$ cat src/logic/trigger_pkg.sv
package trigger_pkg;

    // stream layout, one beat per clock
    localparam int adc_width   = 12;
    localparam int lane_width  = 16;
    localparam int lanes       = 8;
    localparam int tdata_width = lanes * lane_width;

    // time stamp, length counters and event counter
    localparam int stamp_width = 16;
    localparam int len_width   = 8;
    localparam int count_width = 8;

    // apb bus
    localparam int addr_width = 8;
    localparam int data_width = 32;

    // register byte offsets, one 32-bit word each
    localparam logic [addr_width-1:0] reg_ctrl       = 8'h00;
    localparam logic [addr_width-1:0] reg_baseline   = 8'h04;
    localparam logic [addr_width-1:0] reg_threshold  = 8'h08;
    localparam logic [addr_width-1:0] reg_post_len   = 8'h0c;
    localparam logic [addr_width-1:0] reg_acqui_len  = 8'h10;
    localparam logic [addr_width-1:0] reg_evt_stamp  = 8'h14;
    localparam logic [addr_width-1:0] reg_evt_peak   = 8'h18;
    localparam logic [addr_width-1:0] reg_evt_status = 8'h1c;

    // evt_status layout: bit 0 over-length, count above it
    localparam int status_count_lsb = 8;

    // about 10 percent of full scale
    localparam logic [adc_width-1:0] threshold_rst = 409;
    localparam logic [len_width-1:0] post_len_rst  = 38;
    localparam logic [len_width-1:0] acqui_len_rst = 100;

    typedef enum logic [1:0] {
        run_idle      = 2'b00,
        run_calibrate = 2'b01,
        run_armed     = 2'b11
    } run_state_t;

    // sample in the upper bits of its lane, minus baseline, one guard bit
    function automatic logic signed [adc_width:0] lane_diff(
        input logic [tdata_width-1:0]        tdata,
        input int                            lane,
        input logic signed [adc_width-1:0]   baseline
    );
        logic signed [adc_width-1:0] sample;
        sample = tdata[lane * lane_width + lane_width - 1 -: adc_width];
        return {sample[adc_width-1], sample} - {baseline[adc_width-1], baseline};
    endfunction

endpackage

$ cat src/logic/apb_trigger_regs.sv
module apb_trigger_regs (
    input  logic                                      AXIS_ACLK,
    input  logic                                      AXIS_ARESETN,
    input  logic                                      psel,
    input  logic                                      penable,
    input  logic                                      pwrite,
    input  logic [trigger_pkg::addr_width-1:0]        paddr,
    input  logic [trigger_pkg::data_width-1:0]        pwdata,
    output logic [trigger_pkg::data_width-1:0]        prdata,
    output logic                                      pready,
    output logic                                      pslverr,
    output trigger_pkg::run_state_t                   run_state,
    output logic signed [trigger_pkg::adc_width-1:0]  baseline,
    output logic [trigger_pkg::adc_width-1:0]         threshold,
    output logic [trigger_pkg::len_width-1:0]         post_len,
    output logic [trigger_pkg::len_width-1:0]         acqui_len,
    input  logic                                      event_valid,
    input  logic [trigger_pkg::stamp_width-1:0]       event_stamp,
    input  logic signed [trigger_pkg::adc_width:0]    event_peak,
    input  logic                                      event_over_len
);

    logic                                     mapped;
    logic                                     wr_en;
    logic [trigger_pkg::count_width-1:0]      evt_count;
    logic [trigger_pkg::stamp_width-1:0]      evt_stamp_q;
    logic signed [trigger_pkg::adc_width:0]   evt_peak_q;
    logic                                     evt_over_len_q;

    always_comb
    begin
        case (paddr)
            trigger_pkg::reg_ctrl,
            trigger_pkg::reg_baseline,
            trigger_pkg::reg_threshold,
            trigger_pkg::reg_post_len,
            trigger_pkg::reg_acqui_len,
            trigger_pkg::reg_evt_stamp,
            trigger_pkg::reg_evt_peak,
            trigger_pkg::reg_evt_status: mapped = 1'b1;
            default:                     mapped = 1'b0;
        endcase
    end

    // zero wait states
    assign pready  = psel;
    assign pslverr = psel && !mapped;
    assign wr_en   = psel && penable && pwrite && mapped;

    always_ff @(posedge AXIS_ACLK)
    begin
        if (!AXIS_ARESETN)
        begin
            run_state <= trigger_pkg::run_idle;
            baseline  <= '0;
            threshold <= trigger_pkg::threshold_rst;
            post_len  <= trigger_pkg::post_len_rst;
            acqui_len <= trigger_pkg::acqui_len_rst;
            evt_count <= '0;
        end
        else
        begin
            // event registers are read only, writes to them are dropped
            if (wr_en)
            begin
                case (paddr)
                    trigger_pkg::reg_ctrl:
                        run_state <= trigger_pkg::run_state_t'(pwdata[1:0]);
                    trigger_pkg::reg_baseline:
                        baseline <= pwdata[trigger_pkg::adc_width-1:0];
                    trigger_pkg::reg_threshold:
                        threshold <= pwdata[trigger_pkg::adc_width-1:0];
                    trigger_pkg::reg_post_len:
                        post_len <= pwdata[trigger_pkg::len_width-1:0];
                    trigger_pkg::reg_acqui_len:
                        acqui_len <= pwdata[trigger_pkg::len_width-1:0];
                    default:
                        ;
                endcase
            end
            if (event_valid)
            begin
                evt_count <= evt_count + 1;
            end
        end
    end

    // last event record for software polling
    always_ff @(posedge AXIS_ACLK)
    begin
        if (event_valid)
        begin
            evt_stamp_q    <= event_stamp;
            evt_peak_q     <= event_peak;
            evt_over_len_q <= event_over_len;
        end
    end

    always_comb
    begin
        prdata = '0;
        case (paddr)
            trigger_pkg::reg_ctrl:
                prdata[1:0] = run_state;
            trigger_pkg::reg_baseline:
                prdata = {{(trigger_pkg::data_width - trigger_pkg::adc_width)
                          {baseline[trigger_pkg::adc_width-1]}}, baseline};
            trigger_pkg::reg_threshold:
                prdata[trigger_pkg::adc_width-1:0] = threshold;
            trigger_pkg::reg_post_len:
                prdata[trigger_pkg::len_width-1:0] = post_len;
            trigger_pkg::reg_acqui_len:
                prdata[trigger_pkg::len_width-1:0] = acqui_len;
            trigger_pkg::reg_evt_stamp:
                prdata[trigger_pkg::stamp_width-1:0] = evt_stamp_q;
            trigger_pkg::reg_evt_peak:
                prdata = {{(trigger_pkg::data_width - trigger_pkg::adc_width - 1)
                          {evt_peak_q[trigger_pkg::adc_width]}}, evt_peak_q};
            trigger_pkg::reg_evt_status:
            begin
                prdata[0] = evt_over_len_q;
                prdata[trigger_pkg::status_count_lsb +: trigger_pkg::count_width] = evt_count;
            end
            default:
                prdata = '0;
        endcase
    end

endmodule

$ cat src/logic/level_discriminator.sv
module level_discriminator (
    input  logic                                      AXIS_ACLK,
    input  logic                                      AXIS_ARESETN,
    input  logic [trigger_pkg::tdata_width-1:0]       s_axis_tdata,
    input  logic signed [trigger_pkg::adc_width-1:0]  baseline,
    input  logic [trigger_pkg::adc_width-1:0]         threshold,
    output logic [trigger_pkg::lanes-1:0]             hit_mask
);

    // threshold is unsigned, widen with a zero sign bit
    logic signed [trigger_pkg::adc_width:0] threshold_ext;
    logic [trigger_pkg::lanes-1:0]          hit_comb;

    assign threshold_ext = {1'b0, threshold};

    // one comparator per lane
    always_comb
    begin
        for (int i = 0; i < trigger_pkg::lanes; i++)
        begin
            hit_comb[i] = trigger_pkg::lane_diff(s_axis_tdata, i, baseline) >= threshold_ext;
        end
    end

    // one beat of latency
    always_ff @(posedge AXIS_ACLK)
    begin
        if (!AXIS_ARESETN)
        begin
            hit_mask <= '0;
        end
        else
        begin
            hit_mask <= hit_comb;
        end
    end

endmodule

$ cat src/logic/beat_peak_tracker.sv
module beat_peak_tracker (
    input  logic                                      AXIS_ACLK,
    input  logic                                      AXIS_ARESETN,
    input  logic [trigger_pkg::tdata_width-1:0]       s_axis_tdata,
    input  logic signed [trigger_pkg::adc_width-1:0]  baseline,
    output logic signed [trigger_pkg::adc_width:0]    beat_peak
);

    // binary comparator tree, leaves at lanes..2*lanes-1, root at node 1
    // lanes must be a power of two
    function automatic logic signed [trigger_pkg::adc_width:0] tree_max(
        input logic [trigger_pkg::tdata_width-1:0]      tdata,
        input logic signed [trigger_pkg::adc_width-1:0] base
    );
        logic signed [trigger_pkg::adc_width:0] node [1:2*trigger_pkg::lanes-1];
        for (int i = 0; i < trigger_pkg::lanes; i++)
        begin
            node[trigger_pkg::lanes + i] = trigger_pkg::lane_diff(tdata, i, base);
        end
        for (int n = trigger_pkg::lanes - 1; n >= 1; n--)
        begin
            if (node[2*n] > node[2*n+1])
            begin
                node[n] = node[2*n];
            end
            else
            begin
                node[n] = node[2*n+1];
            end
        end
        return node[1];
    endfunction

    // same latency as the discriminator so peak and hit line up
    always_ff @(posedge AXIS_ACLK)
    begin
        if (!AXIS_ARESETN)
        begin
            beat_peak <= '0;
        end
        else
        begin
            beat_peak <= tree_max(s_axis_tdata, baseline);
        end
    end

endmodule

$ cat src/logic/acquisition_controller.sv
module acquisition_controller (
    input  logic                                      AXIS_ACLK,
    input  logic                                      AXIS_ARESETN,
    input  trigger_pkg::run_state_t                   run_state,
    input  logic [trigger_pkg::lanes-1:0]             hit_mask,
    input  logic signed [trigger_pkg::adc_width:0]    beat_peak,
    input  logic [trigger_pkg::stamp_width-1:0]       time_now,
    input  logic [trigger_pkg::len_width-1:0]         post_len,
    input  logic [trigger_pkg::len_width-1:0]         acqui_len,
    output logic                                      trig_flag,
    output logic                                      event_valid,
    output logic [trigger_pkg::stamp_width-1:0]       event_stamp,
    output logic signed [trigger_pkg::adc_width:0]    event_peak,
    output logic                                      event_over_len
);

    typedef enum logic {
        st_wait,
        st_open
    } ctrl_state_t;

    ctrl_state_t                            state;
    logic                                   any_hit;
    logic                                   open_now;
    logic [trigger_pkg::len_width-1:0]      quiet_cnt;
    logic [trigger_pkg::len_width-1:0]      total_cnt;
    logic [trigger_pkg::len_width:0]        quiet_next;
    logic [trigger_pkg::len_width:0]        total_next;
    logic                                   quiet_done;
    logic                                   length_done;
    logic signed [trigger_pkg::adc_width:0] peak_next;

    assign any_hit  = |hit_mask;
    assign open_now = (state == st_wait) && any_hit && (run_state == trigger_pkg::run_armed);

    // counters widened by one bit so a zero length still closes
    assign quiet_next  = {1'b0, quiet_cnt} + 1;
    assign total_next  = {1'b0, total_cnt} + 1;
    assign quiet_done  = !any_hit && (quiet_next >= {1'b0, post_len});
    assign length_done = total_next >= {1'b0, acqui_len};

    assign peak_next = (beat_peak > event_peak) ? beat_peak : event_peak;

    assign trig_flag = (state == st_open);

    always_ff @(posedge AXIS_ACLK)
    begin
        if (!AXIS_ARESETN)
        begin
            state          <= st_wait;
            quiet_cnt      <= '0;
            total_cnt      <= '0;
            event_valid    <= 1'b0;
            event_over_len <= 1'b0;
        end
        else
        begin
            event_valid <= 1'b0;
            case (state)
                st_wait:
                begin
                    // opening beat counts as the first of the event
                    if (open_now)
                    begin
                        state          <= st_open;
                        quiet_cnt      <= '0;
                        total_cnt      <= 1;
                        event_over_len <= 1'b0;
                    end
                end
                st_open:
                begin
                    // run state is ignored here, an open event always runs out
                    if (quiet_done || length_done)
                    begin
                        state          <= st_wait;
                        event_valid    <= 1'b1;
                        event_over_len <= length_done;
                    end
                    else
                    begin
                        total_cnt <= total_next[trigger_pkg::len_width-1:0];
                        if (any_hit)
                        begin
                            quiet_cnt <= '0;
                        end
                        else
                        begin
                            quiet_cnt <= quiet_next[trigger_pkg::len_width-1:0];
                        end
                    end
                end
                default:
                    state <= st_wait;
            endcase
        end
    end

    // stamp at opening, peak runs through the closing beat and then holds
    always_ff @(posedge AXIS_ACLK)
    begin
        if (open_now)
        begin
            event_stamp <= time_now;
            event_peak  <= beat_peak;
        end
        else if (state == st_open)
        begin
            event_peak <= peak_next;
        end
    end

endmodule

$ cat src/logic/adc_trigger_top.sv
module adc_trigger_top (
    input  logic                                      AXIS_ACLK,
    input  logic                                      AXIS_ARESETN,
    input  logic [trigger_pkg::tdata_width-1:0]       s_axis_tdata,
    input  logic [trigger_pkg::stamp_width-1:0]       time_now,
    input  logic                                      psel,
    input  logic                                      penable,
    input  logic                                      pwrite,
    input  logic [trigger_pkg::addr_width-1:0]        paddr,
    input  logic [trigger_pkg::data_width-1:0]        pwdata,
    output logic [trigger_pkg::data_width-1:0]        prdata,
    output logic                                      pready,
    output logic                                      pslverr,
    output logic                                      trig_flag,
    output logic                                      event_valid,
    output logic [trigger_pkg::stamp_width-1:0]       event_stamp,
    output logic signed [trigger_pkg::adc_width:0]    event_peak,
    output logic                                      event_over_len
);

    trigger_pkg::run_state_t                   run_state;
    logic signed [trigger_pkg::adc_width-1:0]  baseline;
    logic [trigger_pkg::adc_width-1:0]         threshold;
    logic [trigger_pkg::len_width-1:0]         post_len;
    logic [trigger_pkg::len_width-1:0]         acqui_len;
    logic [trigger_pkg::lanes-1:0]             hit_mask;
    logic signed [trigger_pkg::adc_width:0]    beat_peak;

    apb_trigger_regs i_apb_trigger_regs (
        .AXIS_ACLK      (AXIS_ACLK),
        .AXIS_ARESETN   (AXIS_ARESETN),
        .psel           (psel),
        .penable        (penable),
        .pwrite         (pwrite),
        .paddr          (paddr),
        .pwdata         (pwdata),
        .prdata         (prdata),
        .pready         (pready),
        .pslverr        (pslverr),
        .run_state      (run_state),
        .baseline       (baseline),
        .threshold      (threshold),
        .post_len       (post_len),
        .acqui_len      (acqui_len),
        .event_valid    (event_valid),
        .event_stamp    (event_stamp),
        .event_peak     (event_peak),
        .event_over_len (event_over_len)
    );

    // both stream blocks see the same beat
    level_discriminator i_level_discriminator (
        .AXIS_ACLK    (AXIS_ACLK),
        .AXIS_ARESETN (AXIS_ARESETN),
        .s_axis_tdata (s_axis_tdata),
        .baseline     (baseline),
        .threshold    (threshold),
        .hit_mask     (hit_mask)
    );

    beat_peak_tracker i_beat_peak_tracker (
        .AXIS_ACLK    (AXIS_ACLK),
        .AXIS_ARESETN (AXIS_ARESETN),
        .s_axis_tdata (s_axis_tdata),
        .baseline     (baseline),
        .beat_peak    (beat_peak)
    );

    acquisition_controller i_acquisition_controller (
        .AXIS_ACLK      (AXIS_ACLK),
        .AXIS_ARESETN   (AXIS_ARESETN),
        .run_state      (run_state),
        .hit_mask       (hit_mask),
        .beat_peak      (beat_peak),
        .time_now       (time_now),
        .post_len       (post_len),
        .acqui_len      (acqui_len),
        .trig_flag      (trig_flag),
        .event_valid    (event_valid),
        .event_stamp    (event_stamp),
        .event_peak     (event_peak),
        .event_over_len (event_over_len)
    );

endmodule

$ cat config.mk
export PLATFORM = sky130hd
export DESIGN_NAME = adc_trigger_top
export DESIGN_NICKNAME = d
export VERILOG_FILES = /design/src/logic/trigger_pkg.sv /design/src/logic/apb_trigger_regs.sv /design/src/logic/level_discriminator.sv /design/src/logic/beat_peak_tracker.sv /design/src/logic/acquisition_controller.sv /design/src/logic/adc_trigger_top.sv
export SDC_FILE = /design/constraint.sdc
export NUM_CORES = 1
export LEC_CHECK = 0
export BUFFER_PORTS_ARGS = -buffer_cell sky130_fd_sc_hd__clkbuf_2
export CORE_ASPECT_RATIO = 0.6
export CORE_UTILIZATION = 45
export CTS_BUF_LIST = sky130_fd_sc_hd__clkbuf_4
export CTS_CLUSTER_DIAMETER = 200
export CTS_CLUSTER_SIZE = 12
export DETAILED_ROUTE_END_ITERATION = 16
export HOLD_SLACK_MARGIN = 0.03
export REMOVE_ABC_BUFFERS = 1
export SYNTH_ARGS = -nofsm -noshare
export SYNTH_HDL_FRONTEND = slang
export SYNTH_HIERARCHICAL = 1
export SYNTH_SLANG_ARGS = --single-unit
$ cat constraint.sdc
create_clock -name AXIS_ACLK -period 11 [get_ports AXIS_ACLK]
set_clock_uncertainty 0.1 [all_clocks]
set_input_delay 2.2 -clock AXIS_ACLK [delete_from_list [all_inputs] [get_ports AXIS_ACLK]]
set_output_delay 2.2 -clock AXIS_ACLK [all_outputs]
set_load 0.005 [all_outputs]
# Word-level counts from Yosys, hierarchy flattened
# Memory sizes are Yosys's and may differ from the RTL's.
# Cells that the tools add are included.
classes:
  addsub: 11
  order_cmp: 18
  n_eq_ne: 11
  muxes: 37
  n_bitwise: 1
  reduce_logical: 24
ops:
  columns: ["op", "count"]
  rows:
  - ["13-bit two-way mux", 16]
  - ["13-bit greater-or-equal comparator", 8]
  - ["13-bit greater-than comparator", 8]
  - ["12-bit by 12-bit subtractor with 13-bit output", 8]
  - ["8-bit two-way mux", 5]
  - ["6-bit case mux with 6 select lines", 1]
  - ["8-bit by 5-bit == test with 1-bit output (second input constant)", 4]
  - ["16-bit case mux with 2 select lines", 1]
  - ["8-bit case mux with 2 select lines", 2]
  - ["4-bit case mux with 5 select lines", 1]
  - ["8-bit by 1-bit adder with 9-bit output (second input constant)", 2]
  - ["9-bit by 8-bit greater-or-equal comparator with 1-bit output", 2]
  - ["2-bit AND reduction", 9]
  - ["8-bit by 4-bit == test with 1-bit output (second input constant)", 2]
  - ["4-bit case mux with 4 select lines", 1]
  - ["8-bit by 1-bit adder with 8-bit output (second input constant)", 1]
  - ["8-bit by 3-bit == test with 1-bit output (second input constant)", 1]
  - ["8-bit logical NOT", 1]
  - ["1-bit case mux with 8 select lines", 1]
  - ["8-bit OR reduction", 1]
  - ["1-bit logical AND", 7]
  - ["1-bit case mux with 7 select lines", 1]
  - ["1-bit two-way mux", 6]
  - ["2-bit inequality test (second input constant)", 2]
  - ["8 further kinds", 11]
word_totals:
  ff_bits: 149
  rom_bits: 32
  in_bits: 189
  out_inout_bits: 66
  wordCells: 121
  mem_count: 1
memory_table:
  columns: ["name", "depth", "word_bits", "read_ports", "rd_ports_with_merged_regs", "wr", "line_no", "rtl"]
  rows:
  - ["(name not given)", 32, 1, 1, 0, 0, "apb_trigger_regs.sv:32", "case (paddr)"]

# Depth between registers and ports, before layout
# Gate-level depths: netlist of run 1.
depth:
  ltp_word: 9
  ltp_mapped: 50
  depth_no_buf: 46

# Cells and area by module
# Netlist of run 1, hierarchy kept.
modules_own_cells:
  columns: ["mod", "n_inst", "cells_each", "area_per_inst_um2", "seq_area_each_um2"]
  rows:
  - ["beat_peak_tracker", 1, 1090, 8119.0, 260.2]
  - ["level_discriminator", 1, 744, 6013.3, 160.2]
  - ["apb_trigger_regs", 1, 352, 3782.4, 1901.8]
  - ["acquisition_controller", 1, 255, 2660.1, 1251.2]

# Worst setup path before layout of run 1
# Ideal clock, no wire load.
synth_timing:
  path_kind: "input -> register"
  from: "in s_axis_tdata[68] (netlist name)"
  to: "reg i_beat_peak_tracker/beat_peak[11] (netlist name)"
  setup_ps: 74
  arrival_ps: 10068
  required_ps: 10826
  path_slack_ps: 758
  stages: 47
  path_buffers: 4
  path_cell_list: "inv_1 -> ha_1 -> fa_1 -> nand2b_1 -> a21oi_2 -> o22ai_2 -> nor2b_1 -> o21a_1 -> o21ai_0 -> a31oi_1 -> inv_1 -> ha_1 -> or3b_2 -> a311oi_1 -> a211oi_1 -> o311a_1 -> a21boi_4 -> buf_6 -> [11 not listed] -> mux2i_1 -> ha_1 -> nor2b_1 -> o21a_1 -> o21a_1 -> o21ai_0 -> nand2b_1 -> a21oi_1 -> nor2b_1 -> o21a_1 -> o21a_1 -> o21a_1 -> o21ai_0 -> nand2b_1 -> a41oi_1 -> nand2_1 -> clkbuf_1 -> o21ai_0"
synth_between:
  elab_chain_cells: 9
synth_lines:
  columns: ["item", "line_no", "rtl"]
  rows:
  - ["start, declared", "adc_trigger_top.sv:4", "input logic [trigger_pkg::tdata_width-1:0] s_axis_tdata,"]
  - ["12-bit by 12-bit subtractor with 13-bit output *", "trigger_pkg.sv:50", "return {sample[adc_width-1], sample} - {baseline[adc_width-1], baseline};"]
  - ["13-bit greater-than comparator", "beat_peak_tracker.sv:22", "if (node[2*n] > node[2*n+1])"]
  - ["13-bit two-way mux *", "beat_peak_tracker.sv:22", null]
  - ["13-bit two-way mux *", "beat_peak_tracker.sv:37", "if (!AXIS_ARESETN)"]
  - ["13-bit greater-than comparator", "beat_peak_tracker.sv:22", null]
  - ["13-bit two-way mux *", "beat_peak_tracker.sv:22", null]
  - ["13-bit two-way mux *", "beat_peak_tracker.sv:37", null]
  - ["13-bit greater-than comparator", "beat_peak_tracker.sv:22", null]
  - ["13-bit two-way mux *", "beat_peak_tracker.sv:22", null]
  - ["end signal, assigned", "beat_peak_tracker.sv:43", "beat_peak <= tree_max(s_axis_tdata, baseline);"]
  - ["end, declared", "beat_peak_tracker.sv:6", "output logic signed [trigger_pkg::adc_width:0] beat_peak"]
# Every way passes the cells marked *; elsewhere a longest branch is shown, timed or not. The select of a mux whose other input is x is not followed.
# A chain may end at the register's enable or synchronous reset.

# Final worst setup path of run 1
layout_timing:
  from: "in s_axis_tdata[68] (netlist name)"
  to: "reg i_beat_peak_tracker/beat_peak[7] (netlist name)"
# The elaborated chain is that of the path after synthesis.

==> impl_results.md, run 1 <==
* Clock Latency Late Sink at between 600 and 700 ps
* Synth cell types at roughly 110
* FMAX at 94.7 MHz
* Final Max Tran Viols at 0
* Total clock sinks at about 150
* Layout area overhead at 10.5%
* DR DRC count at 0
* Peak supply drop at 0.171 mV
* Ports at roughly 260
* Num rows at 60
* Buf+Inv Stages, Crit Path at 9
* Worst hold path stage count at 0
* Clock Pin Slew Worst Setup and Hold Paths at approximately 200 ps
* CP Max Fanout at 12
* Core ar. at 45,000 sq um
* Fin crit share at 0.960
* Footprint of the multi-input gates at 16,000 sq um
* Hold WC Path Type: flip-flop to flip-flop
* Min-delay src: i_beat_peak_tracker/beat_peak[6]
* Hold Fails Final Rpt at 0
* Critical setup path kind: input pin to flip-flop
* Setup crit start kind: input pin
* Arr. time, crit path at 10,940 ps
* Leakage at about 0.010 uW
* Instance count on the critical path at ~50
* CTS tree: done
* Post-layout min period at 10,550 ps
* Antenna-violating nets left at 0
* Ys flop type: dfxtp_1
* Die X at around 280 microns
* Hpwl dp at 62,000 microns
* Worst-Margin Slew at around 1200 ps
* Flops & latches, synth at approximately 150
* Die ar. at around 47,000 sq um
* CP delay by family, top: compound AO/OA/AOI/OAI gates
* Worst EP required at 11,390 ps
* DRT iter0 DRCs at 2,054
* Sequential group share of total power at 0.258
* Routed len/inst at 23.1 microns
* Crit end category: flip-flop
* Fin nets at ~3.3k
* Rel. slew slack at 0.175
* Starting density of the core at 0.458
* Post-synth EDFFs at 59
* FF-to-FF End: i_beat_peak_tracker/beat_peak[7]
* Most common cell on crit path: o21a_1
* YS warnings at 6
* Via density at between 6 and 7
* Hold path endpoint: i_acquisition_controller/event_peak[6]
* TritonCTS buffer count at 17
* Net Sw Power at between 1000 and 1500 uW
* R2R depth at 48
* Final setup vio count at 0
* Vias in the first global route at roughly 18k
* RSZ-0062 raised after global routing: false
* Total negative setup slack at 0 ps
* Worst r2r src: i_apb_trigger_regs/baseline[0]
* Mean Syn Cell Area at approximately 8.4 sq um
* CP max stage delay at about 500 ps
* Asr flop ratio synth at 0
* Layout cell share with drive strength beyond 1 at 0.137
* Vias at roughly 20k
* Clock share of power at 0.156
* Htree depth at 4
* Die Y at ~170 microns
* Final Power at between 2000 and 2500 uW
* Largest net degree at the start of global routing at 46
* Syn Std Cell Area at ~20,000 sq um
* FILL cells at approximately 4.3k
* Sw frac at 0.449
* Post-synthesis sequential area ratio at 0.174
* Post-Syn Instances at roughly 2.4k
* Post-Route WL at roughly 76,000 microns
* Router iterations before antenna repair at 8
* PortBufs at roughly 200
* Logic pwr share at 0.586
* Status: completed
* GRT Overall Usage at 0.315
* Global placer's final weighted congestion at 1.06
* CP max stage cell: or3b_2
* Initial antenna violation count at 7
* GRT overflow at 0
* Int Power at 1320 uW
* Clk root buf: clkbuf_4
* Register area at 3570 sq um
* Reg2reg setup slack at around 1300 ps
* Global-route wire length before repair at 111,000 microns
* CTS Buffer Depth at 2
* Hold_ws at roughly 330 ps
* Power Density at between 100 and 150 nW/um^2
* Max-Cap Viols at 0
* Hold buffer count at CTS at 0
-- registers in the layout, indices dropped and copies added (netlist names), 2 cells and up --
name,flops
i_acquisition_controller/event_peak,13
i_apb_trigger_regs/run_state,2
i_apb_trigger_regs/evt_stamp_q,16
i_apb_trigger_regs/baseline,12
i_apb_trigger_regs/post_len,8
i_acquisition_controller/total_cnt,8
i_apb_trigger_regs/evt_count,8
i_acquisition_controller/quiet_cnt,8
i_apb_trigger_regs/threshold,12
i_apb_trigger_regs/evt_peak_q,13
i_beat_peak_tracker/beat_peak,13
i_level_discriminator/hit_mask,8
i_acquisition_controller/event_stamp,16
i_apb_trigger_regs/acqui_len,8
-- area by class of cell --
type	count	area share
clock inverters	15	0.00787
repair buffers	258	0.0629
diodes	5	0.000550
clock buffers	17	0.00561
well taps	589	0.0324
inverters	176	0.0291
multi-input cells	2056	0.704
flip-flops and latches	149	0.157
-- cells in the final DEF, fill, tap and decap left out, types with 17 or more instances in the layout --
cell type  synthesis  layout
nand3_1           70      70
nand4_1           25      25
nor4_1            21      21
nor2_1           172     172
a21o_1            61      61
mux2_2            17      17
or3_1             17      17
inv_1            175     175
nor3_1            59      59
nand2b_1          69      69
xor2_1            50      50
edfxtp_1          59      59
buf_4             19      56
o21a_1            62      62
a31oi_1           25      23
nor2b_1           64      64
dfxtp_1           90      90
mux2i_1           73      72
o21ai_1           28      29
o21ai_0          113     112
a211oi_1          28      28
and3_1            22      22
xnor2_1          102     102
clkbuf_2           1     202
o211ai_1          25      25
nand2_1          157     156
a21oi_1          122     121
clkbuf_4           0      17
ha_1             391     391
-- logic make-up after synthesis --
family,count (synthesis),share of synthesized area
XOR/XNOR,152,0.0647
multiplexers,94,0.0481
flip-flops,149,0.174
buffers and inverters,236,0.0491
adder cells (fa/ha/maj),413,0.256
AO/OA/AOI/OAI,656,0.224
AND/OR/NAND/NOR,741,0.184
-- power groups by stage --
stage / clock network (uW) / registers [uW] / logic, uW
finish: 373 / 615 / 1400
global route: 407 / 618 / 1550
CTS: 379 / 616 / 1370
detailed placement: 0 / 629 / 1360
global placement: 0 / 628 / 1330
floorplan: 0 / 621 / 924
-- per-layer routing --
metal,vias up,GRT usage,share of wire
met4,2,0.0577,0.013
met3,74,0.0615,0.10
met1,9563,0.508,0.50
met5,-,0,0.00015
li1,9530,-,-
met2,857,0.419,0.38
-- repair_timing --
| action | 4_1_cts | 5_1_grt |
|---|---|---|
| gates resized for setup | 0 | 7 |
| setup buffers | 0 | 2 |
| endpoints found under the setup margin | 0 | 13 |
-- cell usage after synthesis (28+ instances only) --
library cell | number | area, sq um
mux2i_1 | 73 | 731
a211oi_1 | 28 | 210
nor2b_1 | 64 | 400
xnor2_1 | 102 | 893
edfxtp_1 | 59 | 1770
inv_1 | 175 | 657
o21ai_1 | 28 | 140
nand2_1 | 157 | 589
a21oi_1 | 122 | 611
nand3_1 | 70 | 350
a21o_1 | 61 | 458
nor3_1 | 59 | 295
nor2_1 | 172 | 646
xor2_1 | 50 | 438
o21a_1 | 62 | 465
o21ai_0 | 113 | 566
ha_1 | 391 | 4890
nand2b_1 | 69 | 432
dfxtp_1 | 90 | 1800
-- how the worst max path moves through the flow --
stage                                start                          endpoint  slack [ps]
final                     s_axis_tdata[68]  i_beat_peak_tracker/beat_peak[7]         450
after detailed placement  s_axis_tdata[84]  i_beat_peak_tracker/beat_peak[2]         -40
after global placement    s_axis_tdata[84]  i_beat_peak_tracker/beat_peak[2]         100
after floorplan           s_axis_tdata[36]  i_beat_peak_tracker/beat_peak[8]         670
after global routing      s_axis_tdata[84]  i_beat_peak_tracker/beat_peak[7]           4
after CTS                 s_axis_tdata[84]  i_beat_peak_tracker/beat_peak[2]         530
-- per-stage QoR --
stage               cell area, sq um  cells  setup slack [ps]   util
floorplan                      20200   2381               674      -
global placement               22400   3226              96.4  0.498
detailed placement             22400   3226             -37.4  0.498
CTS                            22700   3258               530  0.504
global route                   22700   3265              3.68  0.506
finish                         22700   3265               445  0.506
Power figures use the tool's default switching activity.
==> inputs of run 2 (changes only) <==
Settings changed: CTS_BUF_LIST sky130_fd_sc_hd__clkbuf_4 to sky130_fd_sc_hd__clkbuf_4 sky130_fd_sc_hd__clkbuf_8 sky130_fd_sc_hd__clkbuf_16.
==> impl_results.md, run 2 (same netlist as run 1, synthesis figures left out) <==
* CP max stage delay at 480 ps (was 500 ps)
* Htree depth at 4 (unchanged)
* PortBufs at 202 (unchanged)
* Total clock sinks at 149 (unchanged)
* Max-Cap Viols at 0 (unchanged)
* Commonest non-fill, non-tap cell in the layout: ha_1 (unchanged)
* CP delay by family, top: compound AO/OA/AOI/OAI gates (unchanged)
* Vias at 20.1k (was 20.0k)
* Power Density at 114 nW/um^2 (was 105 nW/um^2)
* Worst-Margin Slew at 1340 ps (was 1220 ps)
* Buf+Inv Stages, Crit Path at 7 (was 9)
* Core ar. at 45,000 sq um (unchanged)
* Final Max Tran Viols at 0 (unchanged)
* Die X at 278 microns (unchanged)
* Arr. time, crit path at 10,830 ps (was 10,940 ps)
* CP Max Fanout at 8 (was 12)
* Most frequent cells in the layout: ha_1, clkbuf_2, inv_1 (unchanged)
* Num rows at 60 (unchanged)
* Largest net degree at the start of global routing at 46 (unchanged)
* Ports at 255 (unchanged)
* Fin crit share at 0.961 (was 0.960)
* PnR worst setup slack at 428 ps (was 445 ps)
* Layout area overhead at 12.2% (was 10.5%)
* GRT overflow at 0 (unchanged)
* Hold WC Path Type: flip-flop to flip-flop (unchanged)
* Routed len/inst at 23.2 microns (was 23.1 microns)
* Final std cells w/o fill at 3,267 (was 3,265)
* Antenna-violating nets left at 0 (unchanged)
* Peak supply drop at 0.157 mV (was 0.171 mV)
* Hpwl dp at 62,000 microns (unchanged)
* Logic pwr share at 0.537 (was 0.586)
* Die ar. at 46,600 sq um (unchanged)
* Post-Route WL at 75,900 microns (was 75,500 microns)
* Vias in the first global route at 17.8k (about the same)
* GRT Overall Usage at 0.317 (was 0.315)
* Router iterations before antenna repair at 6 (was 8)
* DRT iter0 DRCs at 2,130 (was 2,054)
* Clock share of power at 0.230 (was 0.156)
* DR DRC count at 0 (unchanged)
* Hold buffer count at CTS at 0 (unchanged)
* Most common cell on crit path: o21a_1 (unchanged)
* Crit end category: flip-flop (unchanged)
* FMAX at 94.6 MHz (was 94.7 MHz)
* CP max stage cell: or3b_2 (unchanged)
* Global placer's final weighted congestion at 1.06 (unchanged)
* Post-layout min period at 10,570 ps (was 10,550 ps)
* Core Util, Final at 0.513 (was 0.506)
* Setup crit start kind: input pin (unchanged)
* DP Cell Count at 3,226 (unchanged)
* Via density at 6.14 (was 6.13)
* Clock Latency Late Sink at 460 ps (was 620 ps)
* Critical setup path kind: input pin to flip-flop (unchanged)
* Fin nets at 3,255 (was 3,254)
* Clk root buf: clkbuf_16 (was clkbuf_4)
* Leakage at 0.0103 uW (was 0.0102 uW)
* Hold_ws at 337 ps (was 327 ps)
* Final setup vio count at 0 (unchanged)
* Worst EP required at 11,260 ps (was 11,390 ps)
* Sw frac at 0.422 (was 0.449)
* Rel. slew slack at 0.0965 (was 0.175)
* CTS tree: done (unchanged)
* Top Registers: i_acquisition_controller/event_stamp x16, i_apb_trigger_regs/evt_stamp_q x16 (unchanged)
* Layout cell share with drive strength beyond 1 at 0.138 (was 0.137)
* Clock Pin Slew Worst Setup and Hold Paths at 90 ps (was 200 ps)
* Die Y at 168 microns (unchanged)
* Int Power at 1520 uW (was 1320 uW)
* CTS Buffer Depth at 2 (unchanged)
* Starting density of the core at 0.458 (unchanged)
* Status: completed (unchanged)
* Hold Fails Final Rpt at 0 (unchanged)
* TritonCTS buffer count at 17 (unchanged)
* Global-route wire length before repair at 111,000 microns (about the same)
* Net Sw Power at 1110 uW (was 1070 uW)
* Initial antenna violation count at 8 (was 7)
* Setup slack at placement at -37.4 ps (unchanged)
* Sequential group share of total power at 0.233 (was 0.258)
-- run 2: final timing paths --
path	to	cells past startpoint	from	slack, ps
min	i_acquisition_controller/event_peak[6]	0	i_beat_peak_tracker/beat_peak[6]	340
min reg2reg	i_acquisition_controller/event_peak[6]	0	i_beat_peak_tracker/beat_peak[6]	340
max reg2reg	i_beat_peak_tracker/beat_peak[7]	46	i_apb_trigger_regs/baseline[0]	1510
max	i_beat_peak_tracker/beat_peak[7]	47	s_axis_tdata[68]	430
-- run 2: worst reg2reg max path, delay by kind of cell, from the launching register on --
kind / cells / cell delay, ps
AO/OA/AOI/OAI: 23 / 4390
adder cells (fa/ha/maj): 5 / 1320
buffers and inverters: 5 / 930
flip-flops: 1 / 640
multiplexers: 1 / 300
AND/OR/NAND/NOR: 12 / 1750
-- run 2: repair_timing --
item	in CTS	in global routing
setup endpoints to repair	0	13
gates resized for setup	0	13
hold endpoints to repair	0	0
setup buffers	0	3
-- run 2: layer usage --
metal | vias to the layer above | GRT usage | share of wire
met5 | - | 0 | 0.00015
met2 | 897 | 0.417 | 0.38
met4 | 2 | 0.0689 | 0.016
li1 | 9524 | - | -
met1 | 9560 | 0.504 | 0.50
met3 | 87 | 0.0735 | 0.11
-- run 2: per-stage QoR --
stage | power (uW) | instance area (sq um) | TNS, ps
5_1_grt | 2820 | 23100 | -225
4_1_cts | 2600 | 23000 | 0
2_1_floorplan | 1550 | 20200 | 0
3_3_place_gp | 1950 | 22400 | 0
6_report | 2640 | 23100 | 0
3_5_place_dp | 1980 | 22400 | -62.3
-- run 2: final cells by class --
type	count	area (sq um)
Fill cell	4300	21900
Multi-Input combinational cell	2056	16000
Sequential cell	149	3570
Timing Repair Buffer	259	1440
Tap cell	589	737
Inverter	176	661
Clock buffer	17	425
Clock inverter	15	179
Antenna cell	6	15.0
-- run 2: power by group through the flow --
stage	combinational [uW]	sequential [uW]	clock, uW
global route	1570	617	642
CTS	1370	616	615
global placement	1330	628	0
finish	1420	614	607
floorplan	924	621	0
detailed placement	1360	629	0
